$ cat config.mk
export PLATFORM = sky130hd
export DESIGN_NAME = dsc_ctrl
export DESIGN_NICKNAME = d
export VERILOG_FILES = /design/src/hw/dsc_pkg.sv /design/src/hw/dsc_ctrl.sv
export SDC_FILE = /design/constraint.sdc
export NUM_CORES = 1
export LEC_CHECK = 0
export BUFFER_PORTS_ARGS = -buffer_cell sky130_fd_sc_hd__buf_4
export CAP_MARGIN = 30
export CORE_AREA = 3 3 100 102
export DETAILED_ROUTE_END_ITERATION = 8
export DIE_AREA = 0 0 103 105
export HOLD_SLACK_MARGIN = 0.08
export PLACE_DENSITY = 0.74
export RECOVER_POWER = 100
export SLEW_MARGIN = 25
export SYNTH_ARGS = -nofsm -noshare
export SYNTH_HDL_FRONTEND = slang
export SYNTH_SLANG_ARGS = --single-unit
export TNS_END_PERCENT = 30
$ cat constraint.sdc
create_clock -name clk -period 2.7 [get_ports clk]
set_input_delay 0.135 -clock clk [delete_from_list [all_inputs] [get_ports clk]]
set_output_delay 0.135 -clock clk [all_outputs]
set_load 0.005 [all_outputs]
$ cat src/hw/dsc_pkg.sv
/*
	Depthwise-separable convolution engine, shared definitions
	Data format, kernel and tile sizes, memory depths and address widths
*/
package dsc_pkg;

	// Fixed-point format, Q3.12 pixels and Q0.7 weights
	localparam int PX_W     = 16;
	localparam int PX_FRAC  = 12;
	localparam int WG_W     = 8;
	localparam int WG_FRAC  = 7;
	localparam int RELU_MAX = 6 << PX_FRAC;

	// Kernel and pointwise sizes
	localparam int KX    = 3;
	localparam int KY    = 3;
	localparam int NPAR  = 2;
	localparam int NNP   = 2;
	localparam int POS_W = $clog2(NPAR + 1);
	localparam int WIN_N = KX * KY * NPAR;

	// Tile geometry
	localparam int TOX_MAX     = 4;
	localparam int TOY_MAX     = 4;
	localparam int MAX_NOF     = 4;
	localparam int TIX         = 9;
	localparam int TIY         = 9;
	localparam int FMINT_PLANE = TIX * TIY;
	localparam int FMO_PLANE   = TOX_MAX * TOY_MAX;

	// Memory depths
	localparam int FMINT_DEPTH = NPAR * FMINT_PLANE;
	localparam int FMO_DEPTH   = MAX_NOF * FMO_PLANE;
	localparam int KDW_DEPTH   = WIN_N;
	localparam int KPW_DEPTH   = NNP * MAX_NOF;

	// Address and field widths
	localparam int FMINT_AW = $clog2(FMINT_DEPTH);
	localparam int FMO_AW   = $clog2(FMO_DEPTH);
	localparam int KDW_AW   = $clog2(KDW_DEPTH);
	localparam int KPW_AW   = $clog2(KPW_DEPTH);
	localparam int NOF_W    = $clog2(MAX_NOF + 1);
	localparam int TILE_W   = $clog2(TOX_MAX + 1);

	// One multiply term, truncated by WG_FRAC with round half up, wrapped to PX_W
	function automatic logic signed [PX_W-1:0] fx_term(
		input logic signed [PX_W-1:0] px,
		input logic signed [WG_W-1:0] wg
	);
		logic signed [PX_W+WG_W-1:0] prod;
		prod = px * wg;
		return prod[WG_FRAC +: PX_W] + PX_W'(prod[WG_FRAC-1]);
	endfunction

endpackage

$ cat src/hw/dsc_ctrl.sv
/*
	Depthwise-separable convolution controller
	Sequences kernel, window and pointwise loads, the two compute steps
	and the result writes, and generates all memory addresses
*/
module dsc_ctrl (
	input  logic clk,
	input  logic rst,
	input  logic start,
	input  logic S,
	input  logic first_par,
	input  logic [dsc_pkg::NOF_W-1:0] nof,
	input  logic [dsc_pkg::TILE_W-1:0] tox_n,
	input  logic [dsc_pkg::TILE_W-1:0] toy_n,
	output logic dw_load,
	output logic win_load,
	output logic pw_load,
	output logic dw_calc,
	output logic pw_calc,
	output logic pw_first,
	output logic write,
	output logic finish,
	output logic [dsc_pkg::FMINT_AW-1:0] fmint_addr,
	output logic [dsc_pkg::FMO_AW-1:0] fmo_addr,
	output logic [dsc_pkg::KDW_AW-1:0] kdw_addr,
	output logic [dsc_pkg::KPW_AW-1:0] kpw_addr
);
	import dsc_pkg::*;

	typedef enum logic [2:0] {
		IDLE,
		LOAD_K_DW,
		LOAD_WIN,
		DW_CONV,
		LOAD_K_PW,
		PW_CONV,
		WRITE,
		FINISHED
	} state_t;

	state_t state;

	// Cycle counter shared by the three load phases
	logic [KDW_AW-1:0] cnt;

	// Window position inside the 3x3x2 input patch
	logic [$clog2(KX)-1:0] kx;
	logic [$clog2(KY)-1:0] ky;
	logic [FMINT_AW-1:0] plane_base;
	logic [FMINT_AW-1:0] row_base;

	// Window origin of the current pixel and of the current tile row
	logic [FMINT_AW-1:0] win_org;
	logic [FMINT_AW-1:0] row_org;
	logic [FMINT_AW-1:0] col_step;
	logic [FMINT_AW-1:0] row_step;

	// Output tile position and output channel
	logic [TILE_W-1:0] tx;
	logic [TILE_W-1:0] ty;
	logic [NOF_W-1:0] of;
	logic [FMO_AW-1:0] fmo_plane;
	logic [FMO_AW-1:0] fmo_row;

	assign col_step   = FMINT_AW'(1) << S;
	assign row_step   = FMINT_AW'(TIX) << S;
	assign fmint_addr = win_org + plane_base + row_base + FMINT_AW'(kx);
	assign fmo_addr   = fmo_plane + fmo_row + FMO_AW'(tx);

	assign dw_calc = state == DW_CONV;
	assign pw_calc = state == PW_CONV;
	assign write   = state == WRITE;
	assign finish  = state == FINISHED;

	always_ff @(posedge clk or posedge rst) begin
		if (rst) begin
			state      <= IDLE;
			cnt        <= '0;
			kx         <= '0;
			ky         <= '0;
			plane_base <= '0;
			row_base   <= '0;
			win_org    <= '0;
			row_org    <= '0;
			tx         <= '0;
			ty         <= '0;
			of         <= '0;
			fmo_plane  <= '0;
			fmo_row    <= '0;
			kdw_addr   <= '0;
			kpw_addr   <= '0;
			pw_first   <= 1'b0;
			dw_load    <= 1'b0;
			win_load   <= 1'b0;
			pw_load    <= 1'b0;
		end else begin
			// Strobes follow their address by one cycle, matching the read latency
			dw_load  <= (state == LOAD_K_DW) && (cnt < WIN_N);
			win_load <= (state == LOAD_WIN) && (cnt < WIN_N);
			pw_load  <= (state == LOAD_K_PW) && (cnt < NNP);

			case (state)
			IDLE: begin
				if (start) begin
					state      <= LOAD_K_DW;
					pw_first   <= first_par;
					cnt        <= '0;
					kx         <= '0;
					ky         <= '0;
					plane_base <= '0;
					row_base   <= '0;
					win_org    <= '0;
					row_org    <= '0;
					tx         <= '0;
					ty         <= '0;
					of         <= '0;
					fmo_plane  <= '0;
					fmo_row    <= '0;
					kdw_addr   <= '0;
					kpw_addr   <= '0;
				end
			end
			LOAD_K_DW: begin
				if (cnt == WIN_N) begin
					state <= LOAD_WIN;
					cnt   <= '0;
				end else begin
					cnt <= cnt + 1'b1;
					if (cnt < WIN_N - 1)
						kdw_addr <= kdw_addr + 1'b1;
				end
			end
			LOAD_WIN: begin
				if (cnt == WIN_N) begin
					state <= DW_CONV;
					cnt   <= '0;
				end else begin
					cnt <= cnt + 1'b1;
				end
				// Column, then row, then channel plane
				if (cnt == WIN_N - 1) begin
					kx         <= '0;
					ky         <= '0;
					row_base   <= '0;
					plane_base <= '0;
				end else if (cnt < WIN_N - 1) begin
					if (kx != KX - 1) begin
						kx <= kx + 1'b1;
					end else begin
						kx <= '0;
						if (ky != KY - 1) begin
							ky       <= ky + 1'b1;
							row_base <= row_base + FMINT_AW'(TIX);
						end else begin
							ky         <= '0;
							row_base   <= '0;
							plane_base <= plane_base + FMINT_AW'(FMINT_PLANE);
						end
					end
				end
			end
			DW_CONV: begin
				state <= LOAD_K_PW;
				cnt   <= '0;
			end
			LOAD_K_PW: begin
				if (cnt == NNP) begin
					state <= PW_CONV;
					cnt   <= '0;
				end else begin
					cnt <= cnt + 1'b1;
					if (cnt < NNP - 1)
						kpw_addr <= kpw_addr + 1'b1;
				end
			end
			PW_CONV: state <= WRITE;
			WRITE: begin
				cnt <= '0;
				if (of != nof - NOF_W'(1)) begin
					// Next output channel of the same pixel
					state     <= LOAD_K_PW;
					of        <= of + 1'b1;
					fmo_plane <= fmo_plane + FMO_AW'(FMO_PLANE);
					kpw_addr  <= kpw_addr + 1'b1;
				end else begin
					of        <= '0;
					fmo_plane <= '0;
					kpw_addr  <= '0;
					if (tx != tox_n - TILE_W'(1)) begin
						state   <= LOAD_WIN;
						tx      <= tx + 1'b1;
						win_org <= win_org + col_step;
					end else if (ty != toy_n - TILE_W'(1)) begin
						state   <= LOAD_WIN;
						tx      <= '0;
						ty      <= ty + 1'b1;
						fmo_row <= fmo_row + FMO_AW'(tox_n);
						row_org <= row_org + row_step;
						win_org <= row_org + row_step;
					end else begin
						state <= FINISHED;
					end
				end
			end
			FINISHED: state <= IDLE;
			default:  state <= IDLE;
			endcase
		end
	end

endmodule

==> summary.md <==
| Metric | Value |
|---|---|
| Unique masters post-synth | `59` |
| Avg Synthesized Cell Area | `9.311 sq um` |
| Worst Path Required | `2.57 ns` |
| Core ar. | `9196 sq um` |
| MaxCap Viol Count | `0` |
| Syn_nets | `607` |
| Skew-Pair Late Insertion Delay | `0.35 ns` |
| GR Util All Layers | `21.82%` |
| Clock power frac | `22.5%` |
| Yosys warns | `0` |
| Vias in the first global route | `4157` |
| Leak Pwr | `0.002916 uW` |
| Clock sink total | `73` |
| Initial core utilization | `54.57%` |
| Global route total overflow | `0` |
| Commonest cells in the synthesized netlist | `dfrtp_1 (73), inv_1 (53), ha_1 (41), o21ai_0 (39)` |
| FMAX | `0.3046 GHz` |
| Number of diodes | `0` |
| Slew margin rel. | `27.17%` |
| P_sw | `1632 uW` |
| Io pins | `44` |
| Port bufs | `43` |
| Gate Count Post-Synth | `539` |
| Tightest Pin Transition | `1.093 ns` |
| Post-synth top area cell | `dfrtp_1` |
| RSZ-0062 raised after global routing | `true` |
| Ys async rst share | `100.0%` |
| Violated checks | `setup timing` |
| Reg clk slew, reported paths | `0.07 ns` |
| Post-synth EDFFs | `0` |
| DRT Wirelength | `11230 microns` |
| Chip Width | `103 microns` |
| CP Data Arrival Time | `3.15 ns` |
| Worst hold stages | `4` |
| Via density | `5.751` |
| TritonRoute pass-1 iters | `4` |
| Reg power frac | `35.6%` |
| VDD IR max | `0.0004553 V` |
| Crit-path max FO | `2` |
| Post-route ant nets | `0` |
| Global-route wire length before repair | `19150 microns` |
| Largest net degree at the start of global routing | `37` |
| Minimum clock period | `3.283 ns` |
| Layout cells sized above 1 | `17.02%` |
| Initial antenna violation count | `0` |
| Row cnt | `35` |
| Vias | `4152` |
| CP Capture Type | `output port` |
| Final hold vios | `0` |
| H-tree Lvls | `3` |
| Cts bufs inserted | `9` |
| Setup Skew | `0.008830 ns` |
| Final setup violation count | `6` |
| Die Span Y | `105 microns` |
| Hold WC Path Type | `in2reg` |
| CTS Buffer Depth | `2` |
| CTS root buf | `clkbuf_8` |
| Worst Setup Path Type | `reg2out` |
| CTS tree | `yes` |
| 1st-iter DRT viols | `126` |
| Post-synth top flop | `dfrtp_1` |
| Post-synthesis sequential area ratio | `36.40%` |
| Hpwl dp | `8473 microns` |
| Cell with the most instances after synthesis | `dfrtp_1` |
| Total Die Area | `10820 sq um` |
| Final period utilization | `121.6%` |
| Final-layout setup total negative slack | `-1.738 ns` |
| Worst slack, placed | `-0.1835 ns` |
| Seq cells post-synth | `73` |
| Comb power frac | `41.9%` |
| Area Overhead vs Synth | `17.23%` |
| Number of remaining DRC errors | `0` |
| Post-DR wirelength/cell | `15.56 microns` |
| Dominant cells by area after synthesis | `dfrtp_1 (36%), ha_1 (10%), fa_1 (5.2%)` |
| Max-slew violations | `0` |
| Pwr/cell area | `719.6 nW/um^2` |
| R2R depth | `5` |
| Post-Syn Area | `5019 sq um` |
| Gpl congestion | `0.8738` |
| Fin nets | `674` |
| Status | `finished with violations` |
| Internal | `2601 uW` |
| Net Sw Frac | `38.56%` |
| Post-synth top area share | `36.40%` |
| Critical Path Start Type | `flop` |
| Final setup margin | `-0.5834 ns` |
==> placed cells by master, fill, tap and decap left out, drive strengths merged, types with 4 or more instances in the layout <==
master / instances
dfrtp: 73
a21o: 16
xnor2: 27
a211o: 4
o21ai: 39
o211ai: 5
or3: 9
fa: 13
or2: 5
xor2: 8
a22o: 6
and2: 8
o31ai: 5
ha: 41
nor3: 13
a22oi: 5
nand2: 33
nor2: 28
buf: 43
mux2: 4
nor2b: 4
clkbuf: 41
nand2b: 7
nand4: 5
nand3: 28
inv: 54
a21oi: 33
==> cell families after synthesis <==
kind of cell / Yosys count / synth area share, %
AND/OR/NAND/NOR: 162 / 17.10
multiplexers: 5 / 1.097
adder cells (fa/ha/maj): 54 / 15.41
flip-flops: 73 / 36.40
XOR/XNOR: 38 / 7.479
AO/OA/AOI/OAI: 135 / 17.05
buffers and inverters: 72 / 5.460
==> worst max-delay path, cell delays in order (launching register included) <==
cell	delay (ns)
dfrtp_1	0.36
inv_2	0.05
fa_1	0.49
fa_1	0.54
inv_2	0.05
ha_4	0.15
fa_2	0.34
a21o_1	0.17
a21oi_2	0.14
o21bai_1	0.07
a21oi_1	0.17
xnor2_1	0.13
buf_4	0.12
==> through the flow <==
step                cell area (sq um)  total power [uW]  instances  utilization [%]  hold WS [ns]
detailed placement               5624              3297        702            61.16        0.1749
floorplan                        5027              2634        539                -        0.2404
global placement                 5624              3227        702            61.16        0.1725
global route                     5883              4555        722            63.97        0.2469
CTS                              5892              4276        720            64.07        0.2127
finish                           5883              4233        722            63.97        0.2153
==> power groups by stage <==
stage / combinational (uW) / clock, uW / sequential, uW
6_report: 1770 / 953 / 1510
5_1_grt: 2000 / 1010 / 1540
4_1_cts: 1810 / 962 / 1510
3_5_place_dp: 1770 / 0 / 1530
3_3_place_gp: 1710 / 0 / 1510
2_1_floorplan: 1170 / 0 / 1470
==> final timing paths <==
| kind | from | endpoint | slack, ns |
|---|---|---|---|
| setup / recovery | row_base[1]$_DFFE_PP0P_ | fmint_addr[7] | -0.58 |
| hold / removal | tox_n[0] | fmo_row[0]$_DFFE_PP0P_ | 0.22 |
| setup reg to reg | of[2]$_DFFE_PP0P_ | fmo_row[5]$_DFFE_PP0P_ | 0.05 |
| hold reg to reg | pw_first$_DFFE_PP0P_ | pw_first$_DFFE_PP0P_ | 0.48 |
| max in group asynchronous | rst | win_org[3]$_DFFE_PP0P_ | 0.76 |
| min in group asynchronous | rst | kdw_addr[4]$_DFFE_PP0P_ | 0.48 |
==> flip-flops by register name, summed over array words and instances, names as in the netlist, 2 cells and up <==
register and count:
of 3, win_org 8, fmo_row 6, fmo_plane 2, cnt 5, state 3, row_base 8, kpw_addr 3
kdw_addr 5, ky 2, row_org 8, tx 3, ty 3, kx 2, plane_base 8
==> per-layer routing <==
metal / track usage (%) / wire [microns] / vias up
met1: 29.30 / 5019 / 2031
met5: 0 / 0 / -
met4: 6.660 / 176 / 0
li1: - / - / 2031
met3: 3.071 / 357 / 17
met2: 36.16 / 5678 / 73
==> cell type report <==
class	instances	area (sq um)
Fill cell	782	3313
Multi-Input combinational cell	394	2957
Sequential cell	73	1827
Timing Repair Buffer	75	551.8
Inverter	53	198.9
Tap cell	111	138.9
Clock buffer	11	131.4
Clock inverter	5	78.83
==> repair_timing <==
action / 4_1_cts / 5_1_grt
pin swaps: 2 / 6
resized for setup: 8 / 1
buffers inserted: 0 / 2
hold buffers: 2 / 0
endpoints found under the hold margin: 19 / 0
endpoints found under the setup margin: 6 / 6
Note: power is estimated with default switching activity, not from simulation.
