**config.mk**
```make
export PLATFORM = sky130hd
export DESIGN_NAME = dsc_pw_unit
export DESIGN_NICKNAME = d
export VERILOG_FILES = /design/src/hw/dsc_pkg.sv /design/src/hw/dsc_pw_unit.sv
export SDC_FILE = /design/constraint.sdc
export NUM_CORES = 1
export LEC_CHECK = 0
export ABC_AREA = 0
export BUFFER_PORTS_ARGS = -buffer_cell sky130_fd_sc_hd__buf_2
export CORE_UTILIZATION = 45
export CTS_CLUSTER_DIAMETER = 60
export DETAILED_ROUTE_END_ITERATION = 16
export PLACE_DENSITY = 0.66
export SLEW_MARGIN = 20
export SYNTH_ARGS = -nofsm -noshare
export SYNTH_HDL_FRONTEND = slang
export SYNTH_SLANG_ARGS = --single-unit
```
**constraint.sdc**
```tcl
create_clock -name clk -period 7.2 [get_ports clk]
set_clock_uncertainty 0.05 [all_clocks]
set_input_delay 1.44 -clock clk [delete_from_list [all_inputs] [get_ports clk]]
set_output_delay 1.44 -clock clk [all_outputs]
set_load 0.005 [all_outputs]
```
**src/hw/dsc_pkg.sv**
```systemverilog
/*
	Depthwise-separable convolution engine, shared definitions
	Data format, kernel and tile sizes, memory depths and address widths
*/
package dsc_pkg;

	// Fixed-point format, Q3.12 pixels and Q0.7 weights
	localparam int PX_W     = 16;
	localparam int PX_FRAC  = 12;
	localparam int WG_W     = 8;
	localparam int WG_FRAC  = 7;
	localparam int RELU_MAX = 6 << PX_FRAC;

	// Kernel and pointwise sizes
	localparam int KX    = 3;
	localparam int KY    = 3;
	localparam int NPAR  = 2;
	localparam int NNP   = 2;
	localparam int POS_W = $clog2(NPAR + 1);
	localparam int WIN_N = KX * KY * NPAR;

	// Tile geometry
	localparam int TOX_MAX     = 4;
	localparam int TOY_MAX     = 4;
	localparam int MAX_NOF     = 4;
	localparam int TIX         = 9;
	localparam int TIY         = 9;
	localparam int FMINT_PLANE = TIX * TIY;
	localparam int FMO_PLANE   = TOX_MAX * TOY_MAX;

	// Memory depths
	localparam int FMINT_DEPTH = NPAR * FMINT_PLANE;
	localparam int FMO_DEPTH   = MAX_NOF * FMO_PLANE;
	localparam int KDW_DEPTH   = WIN_N;
	localparam int KPW_DEPTH   = NNP * MAX_NOF;

	// Address and field widths
	localparam int FMINT_AW = $clog2(FMINT_DEPTH);
	localparam int FMO_AW   = $clog2(FMO_DEPTH);
	localparam int KDW_AW   = $clog2(KDW_DEPTH);
	localparam int KPW_AW   = $clog2(KPW_DEPTH);
	localparam int NOF_W    = $clog2(MAX_NOF + 1);
	localparam int TILE_W   = $clog2(TOX_MAX + 1);

	// One multiply term, truncated by WG_FRAC with round half up, wrapped to PX_W
	function automatic logic signed [PX_W-1:0] fx_term(
		input logic signed [PX_W-1:0] px,
		input logic signed [WG_W-1:0] wg
	);
		logic signed [PX_W+WG_W-1:0] prod;
		prod = px * wg;
		return prod[WG_FRAC +: PX_W] + PX_W'(prod[WG_FRAC-1]);
	endfunction

endpackage

```
**src/hw/dsc_pw_unit.sv**
```systemverilog
/*
	Pointwise datapath
	Tap weight and channel position shift registers and the output sum,
	started from zero or from the value already in the output buffer
*/
module dsc_pw_unit (
	input  logic clk,
	input  logic rst,
	input  logic pw_load,
	input  logic pw_calc,
	input  logic pw_first,
	input  logic signed [dsc_pkg::WG_W-1:0] kpw_data,
	input  logic [dsc_pkg::POS_W-1:0] kpw_pos,
	input  logic [dsc_pkg::NPAR*dsc_pkg::PX_W-1:0] relu_vec,
	input  logic signed [dsc_pkg::PX_W-1:0] fmo_data,
	output logic signed [dsc_pkg::PX_W-1:0] res
);
	import dsc_pkg::*;

	logic signed [WG_W-1:0] pw_wgt [0:NNP-1];
	logic [POS_W-1:0] pw_pos [0:NNP-1];
	logic signed [PX_W-1:0] tap_px [0:NNP-1];
	logic signed [PX_W-1:0] pw_sum;

	always_ff @(posedge clk) begin
		if (pw_load) begin
			for (int t = 0; t < NNP - 1; t++) begin
				pw_wgt[t] <= pw_wgt[t+1];
				pw_pos[t] <= pw_pos[t+1];
			end
			pw_wgt[NNP-1] <= kpw_data;
			pw_pos[NNP-1] <= kpw_pos;
		end
	end

	// Channel select per tap, positions past NPAR contribute nothing
	always_comb begin
		for (int t = 0; t < NNP; t++) begin
			tap_px[t] = '0;
			for (int c = 0; c < NPAR; c++)
				if (pw_pos[t] == c)
					tap_px[t] = relu_vec[c*PX_W +: PX_W];
		end
		pw_sum = pw_first ? '0 : fmo_data;
		for (int t = 0; t < NNP; t++)
			pw_sum = pw_sum + fx_term(tap_px[t], pw_wgt[t]);
	end

	always_ff @(posedge clk or posedge rst) begin
		if (rst)
			res <= '0;
		else if (pw_calc)
			res <= pw_sum;
	end

endmodule

```
==> impl_metrics.env, run 1 <==
export IMPL_drc=0
export IMPL_grt_pass1_vias=10050
export IMPL_ys_ff_latch=36
export IMPL_required_ps=7320
export IMPL_detail_route_antenna_nets=0
export IMPL_die_w_um=159.8
export IMPL_clk_latency_ps=300
export IMPL_ctsRootBufferMaster="clkbuf_16"
export IMPL_io_pins=79
export IMPL_die_area_mm2=0.02554
export IMPL_clkSlewWorstSetupHoldPaths_ps=60
export IMPL_track_usage_pct=23.20
export IMPL_max_freq_ghz=0.1241
export IMPL_wire_per_inst_um=15.10
export IMPL_ys_flop_type="edfxtp_1"
export IMPL_synth_distinct_cells=55
export IMPL_chipHeight_um=159.8
export IMPL_grt_remaining_overflow=0
export IMPL_cts_tree="yes"
export IMPL_slew_viol_final=0
export IMPL_initial_core_util_pct=45.95
export IMPL_status="finished with violations"
export IMPL_rows=57
export IMPL_grt_max_degree=21
export IMPL_dr_pass1_iters=4
export IMPL_wl_um=27680
export IMPL_fillers=2091
export IMPL_grt_pass1_wl_um=47400
export IMPL_slew_headroom_pct=58.02
export IMPL_min_period_ps=8055
export IMPL_path_delay_family="adder cells"
export IMPL_syn_nets=1593
export IMPL_synth_seq_area_share_pct=8.931
export IMPL_hold_buffers=0
export IMPL_placedInstanceArea_mm2=0.01359
export IMPL_gp_congestion=0.8694
export IMPL_crit_top_cell="fa_1"
export IMPL_drive_gt1_share_pct=29.29
export IMPL_setup_ws_ps=-855.0
export IMPL_critPathBufInv=7
export IMPL_crit_fanout=6
export IMPL_num_vias=9075
export IMPL_cp_slowest_cell="fa_1"
export IMPL_hold_viol_final=0
export IMPL_syn_area_mm2=0.01121
export IMPL_cts_buffer_depth=2
export IMPL_finish_utilization_pct=59.48
export IMPL_via_per_inst=4.951
export IMPL_rsz0062_at_grt="yes"
export IMPL_fin_crit_sh_pct=111.9
export IMPL_criticalPathCategory="input pin to register"
export IMPL_crit_path_end_kind="register"
export IMPL_htree_num_levels=2
export IMPL_min_path_type="register to register"
export IMPL_grt_antenna_before_repair=0
export IMPL_tightestPinTransition_ps=629.0
export IMPL_n_antenna_cell=0
export IMPL_place_hpwl_um=23140
export IMPL_cp_arrival_ps=8180
export IMPL_start_kind="input pin"
export IMPL_cts_buffers=5
export IMPL_clock_sinks=36
export IMPL_port_buffer_count=78
export IMPL_syn_inst=1221
export IMPL_ys_warn_count=0
export IMPL_slowest_delay_ps=550
export IMPL_maxCapViolations=0
export IMPL_syn_avg_cell_area_um2=9.180
export IMPL_synth_edf_count=20
export IMPL_fin_area_mm2=0.01451
export IMPL_layout_nets=1880
export IMPL_drt_initial_drc_count=394
export IMPL_violations="setup timing"
export IMPL_finalSetupViolCount=11
export IMPL_coreArea_mm2=0.02439
export IMPL_synthToLayoutAreaGrowth_pct=29.44
export IMPL_async_reset_ff_share_pct=44.44
[cells in the final DEF (no fill, tap or decap), drive strengths merged, types with 4 or more instances in the layout]
cell    Yosys  layout
a21o       11      11
a21oi      26      26
and2      174     174
and3        7       7
buf         4     306
clkbuf     22       5
dfrtp      16      16
edfxtp     20      20
fa        213     213
ha         96      96
inv       272     272
mux2       11      11
mux2i      34      34
nand2      63      63
nand2b     13      13
nand3       5       5
nand4       4       4
nor2       76      76
nor2b      16      16
nor3       10      10
o21a        8       8
o21ai      26      26
o21bai      4       4
xnor2      35      35
xor2       17      17
[Yosys cell counts (all sizes together) (2+ instances only)]
cell type / number / area share, %
a211o: 2 / 0.16
a211oi: 3 / 0.20
a21boi: 2 / 0.13
a21o: 11 / 0.75
a21oi: 26 / 1.2
a31oi: 2 / 0.11
and2: 174 / 9.7
and3: 7 / 0.39
buf: 4 / 0.27
clkbuf: 22 / 0.74
dfrtp: 16 / 3.6
edfxtp: 20 / 5.4
fa: 213 / 38
ha: 96 / 11
inv: 272 / 9.1
mux2: 11 / 1.1
mux2i: 34 / 3.0
nand2: 63 / 2.1
nand2b: 13 / 0.73
nand3: 5 / 0.22
nand4: 4 / 0.22
nand4b: 3 / 0.23
nor2: 76 / 2.6
nor2b: 16 / 0.89
nor3: 10 / 0.45
nor3b: 2 / 0.13
o2111ai: 2 / 0.16
o211ai: 2 / 0.13
o21a: 8 / 0.54
o21ai: 26 / 1.2
o21bai: 4 / 0.27
o31ai: 2 / 0.13
or2: 3 / 0.17
or3: 3 / 0.17
xnor2: 35 / 2.7
xor2: 17 / 1.3
[registers in the layout, summed over array words and instances, names as in the netlist]
name	cells
pw_pos	4
pw_wgt	16
res	16
[logic make-up (layout without fill, tap and decap cells)]
logic type / after synthesis / after routing / share of synthesized area [%]
fa+ha+maj: 309 / 309 / 48.76
simple gates: 382 / 382 / 18.23
compound gates: 98 / 98 / 5.559
xor+xnor: 53 / 53 / 4.264
buf+inv: 298 / 586 / 10.11
mux: 45 / 45 / 4.142
flops: 36 / 36 / 8.931
[through the flow]
stage                     TNS (ps)  hold slack (ps)  std cells  setup WS, ps
after floorplan             -965.9            400.7       1221        -519.2
after global placement       -5780            430.4       1797         -1021
after detailed placement     -7132            422.4       1797         -1197
after CTS                    -3137            439.7       1823        -717.8
after global routing         -7577            471.1       1833         -1145
final                        -4462            438.2       1833        -855.0
[worst register-to-register path, delay by kind of cell (launching register included)]
kind	cells	cell delay (ps)
buf+inv	7	810
simple gates	8	1640
xor+xnor	1	130
flops	1	630
fa+ha+maj	7	2980
compound gates	7	1220
[area by class of cell]
type | instances | area (um2) | share of cell area [%]
flip-flops and latches | 36 | 1001 | 6.900
repair buffers | 306 | 2225 | 15.33
clock inverters | 3 | 42.54 | 0.2932
clock buffers | 5 | 125.1 | 0.8624
multi-input cells | 887 | 9688 | 66.78
inverters | 272 | 1021 | 7.038
well taps | 324 | 405.4 | 2.794
[final timing paths]
kind / depth (start not counted) / endpoint / startpoint / slack (ps)
max: 30 / res[15] / relu_vec[4] / -860
min: 2 / res[3] / res[3] / 440
max reg2reg: 30 / res[15] / pw_pos[0][3] / -380
min reg2reg: 2 / res[3] / res[3] / 440
max in group asynchronous: 2 / res[7] / rst / 5530
min in group asynchronous: 2 / res[10] / rst / 1160
[per-layer routing]
metal | GRT usage (%) | vias up | share of wire (%)
li1 | - | 4291 | -
met1 | 29.60 | 4574 | 43
met2 | 41.66 | 161 | 52
met3 | 1.351 | 49 | 2.4
met4 | 8.268 | 0 | 3.0
met5 | 0 | - | 0
[timing repair]
| action | 4_1_cts | 5_1_grt |
|---|---|---|
| pin swaps | 57 | 43 |
| setup buffers | 21 | 14 |
| resized for setup | 61 | 72 |
| endpoints found under the setup margin | 9 | 12 |
| cloned | 0 | 0 |
Power of run 1 is not shown: default switching activity piles up to over one toggle a cycle in this logic, so the estimate is an artifact.
==> run 2, diff against run 1 <==
--- a/config.mk
+++ b/config.mk
@@ -5,7 +5,7 @@
 export SDC_FILE = /design/constraint.sdc
 export NUM_CORES = 1
 export LEC_CHECK = 0
-export ABC_AREA = 0
+export ABC_AREA = 1
 export BUFFER_PORTS_ARGS = -buffer_cell sky130_fd_sc_hd__buf_2
 export CORE_UTILIZATION = 45
 export CTS_CLUSTER_DIAMETER = 60
==> run 2 against run 1 <==
The flow still finishes with violations (setup timing). Critical path depth increased by 7. Die area up 0.56%. Wire length grew 15%. Maximum frequency rose by 11%. Register-to-register slack better by 530 ps. Synthesized cell count increased by 20%. Design area is 2.1% higher. Critical path type unchanged.
==> impl_metrics.env, run 2 <==
export IMPL_status="finished with violations"
export IMPL_violations="setup timing"
export IMPL_max_freq_ghz=0.1375
export IMPL_synth_distinct_cells=40
export IMPL_detail_route_antenna_nets=0
export IMPL_tightestPinTransition_ps=662.2
export IMPL_maxCapViolations=0
export IMPL_grt_antenna_before_repair=0
export IMPL_ys_flop_type="edfxtp_1"
export IMPL_ys_warn_count=0
export IMPL_final_common_cell="inv_1"
export IMPL_port_buffer_count=78
export IMPL_clkSlewWorstSetupHoldPaths_ps=60
export IMPL_synthToLayoutAreaGrowth_pct=31.44
export IMPL_layout_top_registers="pw_wgt x16, res x16, pw_pos x4"
export IMPL_worstReg2RegStart="pw_pos[0][0]"
export IMPL_synth_largest_area_cell="fa_1"
export IMPL_ctsRootBufferMaster="clkbuf_16"
export IMPL_start_kind="input pin"
export IMPL_die_w_um=160.3
export IMPL_reg2reg_depth=36
export IMPL_drc=0
export IMPL_r2r_setup_slack_ps=150
export IMPL_finalSetupViolCount=4
export IMPL_cts_tree="yes"
export IMPL_cp_slowest_cell="fa_1"
export IMPL_synth_edf_count=20
export IMPL_fin_crit_sh_pct=101.0
export IMPL_cts_buffers=5
export IMPL_holdWs_ps=421.4
export IMPL_via_per_inst=4.952
export IMPL_drive_gt1_share_pct=28.81
export IMPL_min_period_ps=7275
export IMPL_chipHeight_um=160.3
export IMPL_num_vias=10370
export IMPL_drt_initial_drc_count=538
export IMPL_fin_area_mm2=0.01482
export IMPL_ys_ff_latch=36
export IMPL_die_area_mm2=0.02569
export IMPL_synth_area_leaders="fa_1 38%, inv_1 13%, ha_1 11%"
export IMPL_grt_pass1_vias=11070
export IMPL_hp_start="res[1]"
export IMPL_rr_endpoint="res[14]"
export IMPL_gp_congestion=0.9448
export IMPL_io_pins=79
export IMPL_syn_area_mm2=0.01127
export IMPL_initial_core_util_pct=46.08
export IMPL_rsz0062_at_grt="yes"
export IMPL_holdPathEnd="res[1]"
export IMPL_place_hpwl_um=26170
export IMPL_crit_path_end_kind="register"
export IMPL_syn_inst=1460
export IMPL_wl_um=31920
export IMPL_syn_avg_cell_area_um2=7.721
export IMPL_clk_latency_ps=300
export IMPL_grt_pass1_wl_um=52310
export IMPL_cts_buffer_depth=2
export IMPL_required_ps=7340
export IMPL_coreArea_mm2=0.02446
export IMPL_layout_common_cells="358 x inv_1, 243 x buf_4, 213 x nand2_1"
export IMPL_grt_max_degree=22
export IMPL_hold_viol_final=0
export IMPL_yosysMostFrequentCell="inv_1"
export IMPL_dr_pass1_iters=6
export IMPL_rows=57
export IMPL_synth_top_area_share_pct=37.83
export IMPL_clock_sinks=36
export IMPL_layout_nets=2141
export IMPL_grt_remaining_overflow=0
export IMPL_finish_utilization_pct=60.56
export IMPL_criticalPathCategory="input pin to register"
export IMPL_slew_viol_final=0
export IMPL_n_antenna_cell=0
export IMPL_min_path_type="register to register"
export IMPL_async_reset_ff_share_pct=44.44
export IMPL_track_usage_pct=25.88
export IMPL_slew_headroom_pct=55.75
export IMPL_placedInstanceArea_mm2=0.01366
export IMPL_synth_common_cells="384 x inv_1, 231 x nor2_1, 229 x nand2_1"
export IMPL_crit_fanout=4
export IMPL_hold_depth=2
export IMPL_htree_num_levels=2
export IMPL_slowest_delay_ps=550
export IMPL_synth_seq_area_share_pct=8.880
export IMPL_setup_ws_ps=-75.23
export IMPL_syn_nets=1832
export IMPL_wire_per_inst_um=15.24
export IMPL_cp_arrival_ps=7410
[run 2: changes by cell type after synthesis, sizes merged, moves of 10 or more]
cell | before | now
inv | 272 | 385
nor2 | 76 | 234
nand2b | 13 | 0
mux2i | 34 | 0
nor2b | 16 | 0
and2 | 174 | 0
xor2 | 17 | 27
nand3 | 5 | 39
nand2 | 63 | 241
a21oi | 26 | 49
xnor2 | 35 | 16
o21ai | 26 | 58
mux2 | 11 | 0
[run 2: kinds of logic after synthesis]
family / Yosys count / synth area share (%)
xor gates and xnor gates: 43 / 3.341
AOI/OAI and AO/OA: 130 / 6.416
buffers and inverters: 412 / 13.75
adders and majority gates: 309 / 48.48
DFF: 36 / 8.880
and+or+nand+nor: 530 / 19.13
[run 2: critical path, delay by kind of cell]
family	cells	cell delay, ps
buffers and inverters	9	800
AND/OR/NAND/NOR	15	1240
AO/OA/AOI/OAI	5	630
adder cells (fa/ha/maj)	7	3200
XOR/XNOR	1	110
[run 2: cell type report]
cell class                 instances  area, um2
sequential                        36       1001
clock inverter                     3      42.54
timing repair buffer             328       2306
fill                            2131       9647
tap                              324      405.4
multi-input combinational       1012       9475
clock buffer                       5      125.1
inverter                         386       1460
[run 2: routing by layer]
metal | track usage (%) | vias up | part of all wire, %
met3 | 3.584 | 84 | 5.4
met4 | 9.091 | 0 | 3.3
met5 | 0 | - | 0
li1 | - | 4918 | -
met1 | 30.97 | 5082 | 40
met2 | 47.23 | 285 | 52
[run 2: how the worst max path moves through the flow]
stage                            start      end  slack [ps]  cells past startpoint
after floorplan           relu_vec[23]  res[15]         0.5                     31
after global placement     relu_vec[7]  res[13]        -620                     31
after detailed placement  relu_vec[22]  res[13]        -650                     30
after CTS                 relu_vec[18]  res[15]           4                     35
after global routing      relu_vec[24]  res[14]        -420                     39
final                     relu_vec[27]  res[14]         -80                     37
[run 2: timing repair]
action	in CTS	in global routing
setup endpoints to repair	9	11
hold buffers	0	0
gates resized for setup	118	83
pin swaps	48	56
setup buffers	20	7
[run 2: per-stage QoR]
| stage | std cells | setup slack [ps] | setup TNS, ps |
|---|---|---|---|
| 6_report | 2094 | -75.23 | -203.3 |
| 5_1_grt | 2094 | -416.1 | -2050 |
| 4_1_cts | 2087 | 3.572 | 0 |
| 3_5_place_dp | 2062 | -650.6 | -4887 |
| 3_3_place_gp | 2062 | -615.8 | -3995 |
| 2_1_floorplan | 1460 | 0.5072 | 0 |
Power of run 2 is left out for the same reason.
